<file path="src/hw/sparc_settings.svh">
`ifndef SPARC_SETTINGS_SVH
`define SPARC_SETTINGS_SVH

// Data word width in bits
`define SPARC_XLEN 32

// Integer register count, r0 reads as zero
`define SPARC_NREGS 32

// RAM depth in 32-bit words
`define SPARC_RAM_WORDS 1024

// Byte address of the first instruction after run
`define SPARC_RESET_PC 0

`endif

</file>
<file path="src/hw/sparc_isa_pkg.sv">
`default_nettype none
`include "sparc_settings.svh"

package sparc_isa_pkg;

	// Register index
	typedef logic [$clog2(`SPARC_NREGS)-1:0] reg_idx_t;

	// Family in bits 31:30, op 01 reused as halt
	typedef enum logic [1:0] {
		OP_BRANCH = 2'b00,
		OP_HALT   = 2'b01,
		OP_ALU    = 2'b10,
		OP_MEM    = 2'b11
	} op_family_t;

	// op3 field, ALU and memory codes overlap
	typedef logic [5:0] op3_t;
	localparam op3_t OP3_ADD   = 6'b000000;
	localparam op3_t OP3_AND   = 6'b000001;
	localparam op3_t OP3_OR    = 6'b000010;
	localparam op3_t OP3_XOR   = 6'b000011;
	localparam op3_t OP3_SUB   = 6'b000100;
	localparam op3_t OP3_ADDCC = 6'b010000;
	localparam op3_t OP3_ANDCC = 6'b010001;
	localparam op3_t OP3_ORCC  = 6'b010010;
	localparam op3_t OP3_XORCC = 6'b010011;
	localparam op3_t OP3_SUBCC = 6'b010100;
	localparam op3_t OP3_LD    = 6'b000000;
	localparam op3_t OP3_LDUB  = 6'b000001;
	localparam op3_t OP3_ST    = 6'b000100;
	localparam op3_t OP3_STB   = 6'b000101;
	localparam op3_t OP3_LDSB  = 6'b001001;
	localparam op3_t OP3_SWAP  = 6'b001111;

	// Bicc conditions, bit 3 inverts the test
	typedef enum logic [3:0] {
		COND_BN, COND_BE, COND_BLE, COND_BL, COND_BLEU, COND_BCS, COND_BNEG, COND_BVS,
		COND_BA, COND_BNE, COND_BG, COND_BGE, COND_BGU, COND_BCC, COND_BPOS, COND_BVC
	} cond_t;

	// Format 3, rs2 sits in simm13[4:0]
	typedef struct packed {
		op_family_t  op;
		reg_idx_t    rd;
		op3_t        op3;
		reg_idx_t    rs1;
		logic        i;
		logic [12:0] simm13;
	} fmt3_t;

	// Format 2 branch
	typedef struct packed {
		op_family_t  op;
		logic        a;
		cond_t       cond;
		logic [2:0]  op2;
		logic [21:0] disp22;
	} fmt2_t;

	typedef enum logic [3:0] {
		ALU_ADD, ALU_SUB, ALU_AND, ALU_OR, ALU_XOR, ALU_PASS_B
	} alu_op_t;

	typedef struct packed {
		logic n;
		logic z;
		logic v;
		logic c;
	} icc_t;

	typedef struct packed {
		logic [`SPARC_XLEN-1:0] a;
		logic [`SPARC_XLEN-1:0] b;
		alu_op_t                op;
		logic                   set_cc;
	} alu_req_t;

endpackage

`default_nettype wire

</file>
<file path="src/hw/sparc_bus_pkg.sv">
`default_nettype none
`include "sparc_settings.svh"

package sparc_bus_pkg;

	// Wishbone classic request, master to slave
	typedef struct packed {
		logic                     cyc;
		logic                     stb;
		logic                     we;
		// Byte address
		logic [31:0]              adr;
		logic [`SPARC_XLEN-1:0]   dat;
		// sel[3] is byte address 0
		logic [`SPARC_XLEN/8-1:0] sel;
	} wb_req_t;

	// Slave response
	typedef struct packed {
		logic                   ack;
		logic [`SPARC_XLEN-1:0] dat;
	} wb_rsp_t;

endpackage

`default_nettype wire

</file>
<file path="src/hw/control_unit.sv">
`timescale 1ns/1ps
`default_nettype none
`include "sparc_settings.svh"

module control_unit
	import sparc_isa_pkg::*, sparc_bus_pkg::*;
(
	input  wire                          Clk,
	input  wire                          RESET,
	input  wire                          run,
	output logic                         halted,
	output wb_req_t                      fetch_req,
	input  wire wb_rsp_t                 fetch_rsp,
	output wb_req_t                      data_req,
	input  wire wb_rsp_t                 data_rsp,
	output alu_req_t                     alu_req,
	input  wire [`SPARC_XLEN-1:0]        alu_result,
	input  wire icc_t                    alu_icc,
	output reg_idx_t                     ra_addr,
	output reg_idx_t                     rb_addr,
	input  wire [`SPARC_XLEN-1:0]        ra_data,
	input  wire [`SPARC_XLEN-1:0]        rb_data,
	output logic                         rd_we,
	output reg_idx_t                     rd_addr,
	output logic [`SPARC_XLEN-1:0]       rd_data
);

	typedef enum logic [3:0] {
		S_IDLE, S_FETCH, S_DECODE, S_EXECUTE, S_MEM_ADDR,
		S_MEM_ACCESS, S_SWAP_WR, S_WRITEBACK, S_HALTED
	} state_t;

	state_t state;
	logic [`SPARC_XLEN-1:0] pc, ir, mar, mdr;
	icc_t psr_icc;
	fmt3_t f3;
	fmt2_t f2;
	logic [`SPARC_XLEN-1:0] op2, disp, pc_next, lane, load_data;
	logic is_store, is_load, taken, data_active;

	// Bicc test over PSR flags
	function automatic logic cond_holds(cond_t cond, icc_t icc);
		case (cond)
			COND_BN:   cond_holds = 1'b0;
			COND_BE:   cond_holds = icc.z;
			COND_BLE:  cond_holds = icc.z | (icc.n ^ icc.v);
			COND_BL:   cond_holds = icc.n ^ icc.v;
			COND_BLEU: cond_holds = icc.c | icc.z;
			COND_BCS:  cond_holds = icc.c;
			COND_BNEG: cond_holds = icc.n;
			COND_BVS:  cond_holds = icc.v;
			COND_BA:   cond_holds = 1'b1;
			COND_BNE:  cond_holds = ~icc.z;
			COND_BG:   cond_holds = ~(icc.z | (icc.n ^ icc.v));
			COND_BGE:  cond_holds = ~(icc.n ^ icc.v);
			COND_BGU:  cond_holds = ~(icc.c | icc.z);
			COND_BCC:  cond_holds = ~icc.c;
			COND_BPOS: cond_holds = ~icc.n;
			default:   cond_holds = ~icc.v;
		endcase
	endfunction

	// op3 to ALU function, cc forms share the plain one
	function automatic alu_op_t alu_func(op3_t op3);
		case (op3)
			OP3_ADD, OP3_ADDCC: alu_func = ALU_ADD;
			OP3_SUB, OP3_SUBCC: alu_func = ALU_SUB;
			OP3_AND, OP3_ANDCC: alu_func = ALU_AND;
			OP3_OR, OP3_ORCC:   alu_func = ALU_OR;
			OP3_XOR, OP3_XORCC: alu_func = ALU_XOR;
			default:            alu_func = ALU_PASS_B;
		endcase
	endfunction

	// Both formats decoded from the same IR
	assign f3 = fmt3_t'(ir);
	assign f2 = fmt2_t'(ir);
	// Immediate or rs2
	assign op2 = f3.i ? {{(`SPARC_XLEN-13){f3.simm13[12]}}, f3.simm13} : rb_data;
	// Word displacement to bytes
	assign disp = {{(`SPARC_XLEN-24){f2.disp22[21]}}, f2.disp22, 2'b00};
	assign pc_next = pc + 4;
	assign taken = cond_holds(f2.cond, psr_icc);
	assign is_store = (f3.op3 == OP3_ST) || (f3.op3 == OP3_STB);
	assign is_load = f3.op3 inside {OP3_LD, OP3_LDUB, OP3_LDSB};
	assign halted = (state == S_HALTED);

	// Big-endian lane, offset 0 is the top byte
	assign lane = data_rsp.dat >> {~mar[1:0], 3'b000};
	always_comb begin
		case (f3.op3)
			OP3_LDUB: load_data = {{(`SPARC_XLEN-8){1'b0}}, lane[7:0]};
			OP3_LDSB: load_data = {{(`SPARC_XLEN-8){lane[7]}}, lane[7:0]};
			default:  load_data = data_rsp.dat;
		endcase
	end

	// rs1 always on port A
	assign ra_addr = f3.rs1;
	// Store data comes from rd once the address is latched
	assign rb_addr = (state == S_MEM_ACCESS || state == S_SWAP_WR) ? f3.rd : f3.simm13[4:0];
	assign rd_addr = f3.rd;

	always_comb begin
		alu_req.a      = ra_data;
		alu_req.b      = op2;
		alu_req.op     = ALU_ADD;
		alu_req.set_cc = 1'b0;
		case (state)
			S_EXECUTE: begin
				if (f3.op == OP_BRANCH) begin
					// Branch target
					alu_req.a = pc;
					alu_req.b = disp;
				end else begin
					alu_req.op     = alu_func(f3.op3);
					alu_req.set_cc = f3.op3[4];
				end
			end
			// Old memory word of a swap
			S_WRITEBACK: begin
				alu_req.b  = mdr;
				alu_req.op = ALU_PASS_B;
			end
			default: ;
		endcase
	end

	always_comb begin
		rd_we   = 1'b0;
		rd_data = alu_result;
		case (state)
			S_EXECUTE: rd_we = (f3.op == OP_ALU);
			// Load result straight off the bus
			S_MEM_ACCESS: begin
				rd_we   = data_rsp.ack && is_load;
				rd_data = load_data;
			end
			S_WRITEBACK: rd_we = 1'b1;
			default: ;
		endcase
	end

	always_comb begin
		fetch_req     = '0;
		fetch_req.cyc = (state == S_FETCH);
		fetch_req.stb = (state == S_FETCH);
		fetch_req.adr = pc;
		fetch_req.sel = '1;
	end

	assign data_active = (state == S_MEM_ACCESS) || (state == S_SWAP_WR);
	always_comb begin
		data_req     = '0;
		data_req.cyc = data_active;
		data_req.stb = data_active;
		data_req.we  = (state == S_SWAP_WR) || (state == S_MEM_ACCESS && is_store);
		data_req.adr = mar;
		data_req.dat = rb_data;
		data_req.sel = '1;
		// stb puts the byte on every lane, sel picks one
		if (f3.op3 == OP3_STB) begin
			data_req.dat = {(`SPARC_XLEN/8){rb_data[7:0]}};
			data_req.sel = 4'b1000 >> mar[1:0];
		end
	end

	always_ff @(posedge Clk or posedge RESET) begin
		if (RESET) begin
			state   <= S_IDLE;
			pc      <= `SPARC_RESET_PC;
			psr_icc <= '0;
		end else begin
			case (state)
				S_IDLE: begin
					if (run) begin
						pc    <= `SPARC_RESET_PC;
						state <= S_FETCH;
					end
				end
				// Wait out arbitration and RAM
				S_FETCH: begin
					if (fetch_rsp.ack)
						state <= S_DECODE;
				end
				S_DECODE: begin
					case (f3.op)
						OP_BRANCH, OP_ALU: state <= S_EXECUTE;
						OP_MEM:            state <= S_MEM_ADDR;
						default:           state <= S_HALTED;
					endcase
				end
				S_EXECUTE: begin
					if (f3.op == OP_BRANCH && taken)
						pc <= alu_result;
					else
						pc <= pc_next;
					// Only cc forms touch the PSR
					if (alu_req.set_cc)
						psr_icc <= alu_icc;
					state <= S_FETCH;
				end
				S_MEM_ADDR: state <= S_MEM_ACCESS;
				S_MEM_ACCESS: begin
					if (data_rsp.ack) begin
						if (f3.op3 == OP3_SWAP) begin
							state <= S_SWAP_WR;
						end else begin
							pc    <= pc_next;
							state <= S_FETCH;
						end
					end
				end
				S_SWAP_WR: begin
					if (data_rsp.ack)
						state <= S_WRITEBACK;
				end
				S_WRITEBACK: begin
					pc    <= pc_next;
					state <= S_FETCH;
				end
				// Left only through reset
				S_HALTED: state <= S_HALTED;
				default: state <= S_IDLE;
			endcase
		end
	end

	// IR, MAR and MDR
	always_ff @(posedge Clk) begin
		if (state == S_FETCH && fetch_rsp.ack)
			ir <= fetch_rsp.dat;
		if (state == S_MEM_ADDR)
			mar <= alu_result;
		if (state == S_MEM_ACCESS && data_rsp.ack)
			mdr <= data_rsp.dat;
	end

endmodule

`default_nettype wire

</file>
<file path="config.mk">
export PLATFORM = sky130hd
export DESIGN_NAME = control_unit
export DESIGN_NICKNAME = d
export VERILOG_FILES = /design/src/hw/sparc_isa_pkg.sv /design/src/hw/sparc_bus_pkg.sv /design/src/hw/control_unit.sv
export VERILOG_INCLUDE_DIRS = /design/src /design/src/hw
export SDC_FILE = /design/constraint.sdc
export NUM_CORES = 1
export LEC_CHECK = 0
export ABC_AREA = 1
export BUFFER_PORTS_ARGS = -buffer_cell sky130_fd_sc_hd__buf_4
export CORE_AREA = 2 2 167 169
export CTS_CLUSTER_DIAMETER = 100
export DETAILED_ROUTE_END_ITERATION = 7
export DIE_AREA = 0 0 169 171
export GPL_ROUTABILITY_DRIVEN = 0
export PLACE_DENSITY = 0.63
export SLEW_MARGIN = 20
export SYNTH_ARGS = -nofsm -noshare
export SYNTH_HDL_FRONTEND = slang
export SYNTH_SLANG_ARGS = --single-unit
</file>
<file path="constraint.sdc">
create_clock -name Clk -period 6.1 [get_ports Clk]
set_input_delay 0.305 -clock Clk [delete_from_list [all_inputs] [get_ports Clk]]
set_output_delay 0.305 -clock Clk [all_outputs]
set_load 0.02 [all_outputs]
</file>
## After elaboration in Yosys (flattened, before gate mapping)

Memory sizes are Yosys's and may differ from the RTL's. A register that Yosys moved wholly into a read port is not among the register bits.
Index checks and enable logic that the tools add are counted.

| word-level totals | value |
|---|---|
| flip-flop bits (word level) | 136 |
| word-level logic and storage cells | 103 |
| bits in read-only memories | 96 |
| bits of input ports | 169 |
| output and inout bits | 260 |
| memories kept | 1 |

| operators by class | value |
|---|---|
| shift-type cells | 2 |
| reductions and logical operators | 19 |
| equal/unequal tests | 34 |
| mux-type cells | 26 |
| add/sub/neg operators | 1 |
| bitwise gates (word level) | 11 |

Memory list:

| name | words | bits a word | rd ports | clocked after memory_dff | wr ports | line | source |
|---|---|---|---|---|---|---|---|
| (name not given) | 32 | 3 | 1 | 1 | 0 | control_unit.sv:65 | `case (op3)` |

Operators by type and width:

| operator | count |
|---|---|
| $mux 32 | 7 |
| $pmux 32 s4 | 1 |
| $pmux 36 s2 | 1 |
| $mux 64 | 1 |
| $pmux 32 s2 | 1 |
| $mux 36 | 1 |
| $add 32x3->32 const B | 1 |
| $eq 4x3->1 const B | 8 |
| $eq 4x4->1 const B | 8 |
| $pmux 4 s8 | 1 |
| $shr 32x5->8 | 1 |
| $mux 4 | 5 |
| $eq 4x2->1 const B | 4 |
| $mux 5 | 3 |
| $pmux 1 s15 | 1 |
| $eq 6x3->1 const B | 2 |
| $eq 6x4->1 const B | 2 |
| $eq 4x1->1 const B | 2 |
| $logic_not 4->1 | 2 |
| $ne 2x2->1 const B | 4 |
| $pmux 4 s2 | 1 |
| $reduce_and 4->1 | 2 |
| $not 1->1 | 7 |
| $eq 6x1->1 const B | 1 |
| 17 further kinds | 26 |

## Logic depth before layout (Yosys ltp)

| depth | value |
|---|---|
| depth after elaboration | 7 |
| gate-level depth with buffers | 15 |
| gate-level depth less buffers | 13 |

## Worst setup path before layout

No wires, ideal clock.

| timing path | value |
|---|---|
| path type | reg2reg |
| start | register state[2] |
| end | register (tool-made name) |
| library setup time | 0.130 ns |
| path buffers | 0 |
| required time | 5.970 ns |
| clock period less this slack | 3.005 ns |
| arrival time | 2.875 ns |
| stages on the path, launching flop included | 12 |
| slack | 3.095 ns |
| cell sequence | dfrtp_1 nor2_1 inv_1 nor2_2 inv_1 nor2_2 inv_1 o21ai_0 inv_1 ha_1 nand2_1 o211ai_1 |

RTL lines:

| what | line | source |
|---|---|---|
| start, declared | control_unit.sv:33 | `state_t state;` |
| start signal, assigned | control_unit.sv:170 | `state <= S_IDLE;` |
| start signal, assigned | control_unit.sv:178 | `state <= S_FETCH;` |
| start signal, assigned | control_unit.sv:184 | `state <= S_DECODE;` |

==> results.json <==
{
  "worst_slew_pin_slew_ps": 1110,
  "routed_wirelength_um": 38800,
  "vdd_ir_drop_max_mv": 0.233,
  "min-delay-path-class": "input port to asynchronous set/reset pin",
  "seq_area_frac_synth_pct": 44.1,
  "worst_slack_at_placement_ps": 2820,
  "ios": 429,
  "syn-cell-area_um2": 8950,
  "numClockSinks": 139,
  "fin_nets": 1692,
  "area_delta_synth_final_pct": 38.8,
  "postSynthAreaPerCell_um2": 7.57,
  "synth-warning-count": 0,
  "initial_standard_cell_utilization_of_the_core_pct": 32.8,
  "rsz0062_at_grt": "no",
  "slowest_delay_ps": 1020,
  "data_required_time_of_the_worst_path_ps": 5790,
  "ctsRootBufferMaster": "sky130_fd_sc_hd__clkbuf_16",
  "tns_ps": 0,
  "maximum_number_of_pins_on_one_net_before_global_route_repair": 53,
  "cts_inserted_buffers": 17,
  "cp_cell_sequence": "nor3_1 -> nand3_1 -> nor2_1 -> nand2_1 -> o21ai_0 -> buf_4",
  "post_dp_cell_area_um2": 11800,
  "synth_flop_cell": "sky130_fd_sc_hd__edfxtp_1",
  "final_cells": 1878,
  "clk_path_buf_depth": 2,
  "timing.critical_path.from_type": "flop",
  "synth.ff_latch_count": 139,
  "worst_hold_slack_ps": 24.2,
  "drive_gt1_share_pct": 29.8,
  "layout.core_utilization_pct": 45.5,
  "worst-path-buf-inv": 1,
  "total_number_of_cells_along_the_worst_setup_path": 6,
  "crit_type": "flop to output pin",
  "worst_path_dominant_cell_family": "simple AND/OR/NAND/NOR gates",
  "outcome": "completed",
  "power_density_nw_per_um2": 436,
  "finalInstanceArea_um2": 12400,
  "first_pass_iters": 5,
  "clk_pin_slew_ps": 70,
  "clock_tree_from_tritoncts": "built",
  "layout_setup_ws_ps": 2160,
  "worst_r2r_endpoint": "pc[19]",
  "final.setup_skew_ps": 16.2,
  "worst_path_max_delay_cell": "sky130_fd_sc_hd__nor2_1",
  "die-height_um": 171,
  "reg2reg_setup_slack_ps": 3160,
  "ant_nets": 0,
  "critical_path_arrival_ps": 3640,
  "cts_resized": 0,
  "setup_viol": 0,
  "cts_setup_buffers": 0,
  "violation_count_after_the_first_detailed_routing_iteration": 1128,
  "fp.dieArea_um2": 28900,
  "grt_pass1_wl_um": 55100,
  "clk-insertion-delay-late_ps": 430,
  "grt_antenna_before_repair": 0,
  "number_of_hold_repair_buffers_added_at_the_cts_stage": 0,
  "layout_common_cells": "396 x sky130_fd_sc_hd__buf_4, 295 x sky130_fd_sc_hd__nand2_1, 194 x sky130_fd_sc_hd__nor2_1",
  "cts_htree_levels": 4,
  "timing.rr.start": "state[3]",
  "power_consumption_mw": 5.42,
  "die-width_um": 169,
  "post_synth_inst_count": 1182,
  "hpwlAfterDp_um": 30200,
  "synth_edf_count": 96,
  "coreArea_um2": 27300,
  "viasPerCell": 5.17,
  "core.rowCount": 61,
  "worstPathMaxFanout": 22,
  "final-hold-violation-count": 0,
  "slew-limit-headroom_pct": 26.0,
  "track_usage_pct": 25.9,
  "slew_violations": 0,
  "layout_worst_path_cycle_share_pct": 64.6,
  "placedCellCount": 1846,
  "min_period_ps": 3940,
  "wire_per_inst_um": 20.7,
  "leading_cell_type_in_the_layout_fill_and_taps_excluded": "sky130_fd_sc_hd__buf_4",
  "async_reset_ff_share_pct": 28.8,
  "cp-end-kind": "output pin",
  "reg2regPathDepth": 10,
  "synth_cell_types": 45,
  "first_global_vias": 8739,
  "vias": 9718,
  "fmax_mhz": 254,
  "antennaDiodeCount": 0,
  "gr-total-overflow": 0,
  "cap_violations": 0,
  "power.static_leakage_nw": 5.75,
  "io_buffer_count": 390,
  "drc_errors": 0
}
==> report_power, final <==
group / switching (mW) / total (mW) / internal, mW / leakage [nW]
registers: 0.278 / 1.55 / 1.28 / 1.39
logic: 1.81 / 2.77 / 0.958 / 4.06
clock network: 0.475 / 1.10 / 0.622 / 0.300
total: 2.57 / 5.42 / 2.86 / 5.75
==> synthesized netlist by cell type, types with 2 or more instances <==
cell	count	area share (%)
sky130_fd_sc_hd__dfxtp_1	3	0.67
sky130_fd_sc_hd__nand3_1	34	1.9
sky130_fd_sc_hd__nor3b_1	2	0.17
sky130_fd_sc_hd__ha_1	4	0.56
sky130_fd_sc_hd__nor3_1	13	0.73
sky130_fd_sc_hd__o311ai_1	4	0.39
sky130_fd_sc_hd__nor2_4	2	0.25
sky130_fd_sc_hd__buf_2	14	0.78
sky130_fd_sc_hd__nand2_1	295	12
sky130_fd_sc_hd__a211oi_1	3	0.25
sky130_fd_sc_hd__clkinv_1	2	0.084
sky130_fd_sc_hd__nand4_1	39	2.7
sky130_fd_sc_hd__edfxtp_1	96	32
sky130_fd_sc_hd__xnor2_1	2	0.20
sky130_fd_sc_hd__a21oi_1	36	2.0
sky130_fd_sc_hd__xor2_1	21	2.1
sky130_fd_sc_hd__inv_1	83	3.5
sky130_fd_sc_hd__a31oi_1	24	1.7
sky130_fd_sc_hd__dfrtp_1	40	11
sky130_fd_sc_hd__o21ai_0	90	5.0
sky130_fd_sc_hd__buf_4	60	5.0
sky130_fd_sc_hd__buf_1	3	0.13
sky130_fd_sc_hd__o21ai_1	4	0.22
sky130_fd_sc_hd__buf_6	3	0.38
sky130_fd_sc_hd__nand2_2	4	0.28
sky130_fd_sc_hd__conb_1	2	0.084
sky130_fd_sc_hd__nand3_2	2	0.22
sky130_fd_sc_hd__clkbuf_1	34	1.4
sky130_fd_sc_hd__nand3b_1	2	0.17
sky130_fd_sc_hd__a22oi_1	12	1.0
sky130_fd_sc_hd__inv_2	5	0.21
sky130_fd_sc_hd__nor3_2	2	0.22
sky130_fd_sc_hd__nor2_1	196	8.2
sky130_fd_sc_hd__nor2_2	6	0.42
sky130_fd_sc_hd__o22ai_1	14	0.98
sky130_fd_sc_hd__o211ai_1	17	1.4
==> cell type report <==
type                       count  area, um^2
fill                        2750       14900
multi-input combinational    874        4130
sequential                   139        3940
timing repair buffer         396        2970
tap                          346         433
clock buffer                  17         425
inverter                      91         344
clock inverter                15         178
==> sequential cells by signal (all words and copies together), names as in the netlist, named ones only <==
| signal | flops |
|---|---|
| f2 | 32 |
| mar | 32 |
| mdr | 32 |
| pc | 32 |
| psr_icc | 4 |
| state | 4 |
==> per-layer routing <==
layer / share of wire, % / wire length [um] / vias up / GRT usage (%)
met5: 0 / 0 / - / 0
met1: 43 / 16700 / 4605 / 36.0
met2: 45 / 17500 / 516 / 40.2
met4: 2.3 / 899 / 0 / 6.99
met3: 9.3 / 3630 / 57 / 6.43
li1: - / - / 4540 / -
==> worst register-to-register path: stages (launching register included) <==
cell	delay, ps
sky130_fd_sc_hd__dfrtp_1	420
sky130_fd_sc_hd__inv_2	80
sky130_fd_sc_hd__nand2_2	100
sky130_fd_sc_hd__nor2_4	530
sky130_fd_sc_hd__buf_4	500
sky130_fd_sc_hd__nand4_1	410
sky130_fd_sc_hd__nand2_4	270
sky130_fd_sc_hd__inv_4	210
sky130_fd_sc_hd__nand2_1	200
sky130_fd_sc_hd__nor2_1	60
sky130_fd_sc_hd__nor2_1	80
==> worst max path at each step <==
stage                   from      endpoint  slack (ps)
CTS                   f2[20]  data_req[12]        2320
detailed placement    f2[20]  data_req[12]        2820
global placement      f2[20]  data_req[12]        2950
floorplan           state[2]          flop        3090
global route          f2[20]  data_req[14]        1890
finish                f2[20]  data_req[14]        2160
==> logic make-up (layout without fill, tap and decap cells) <==
logic type | count (synthesis) | in the layout | synth area share (%)
adders and majority gates | 4 | 4 | 0.559
buffers and inverters | 205 | 519 | 11.6
xor gates and xnor gates | 23 | 23 | 2.25
and+or+nand+nor | 603 | 603 | 28.3
other | 2 | 38 | 0.0839
DFF | 139 | 139 | 44.1
AOI/OAI and AO/OA | 206 | 206 | 13.2
No activity file was read; power rests on OpenSTA's default activity.
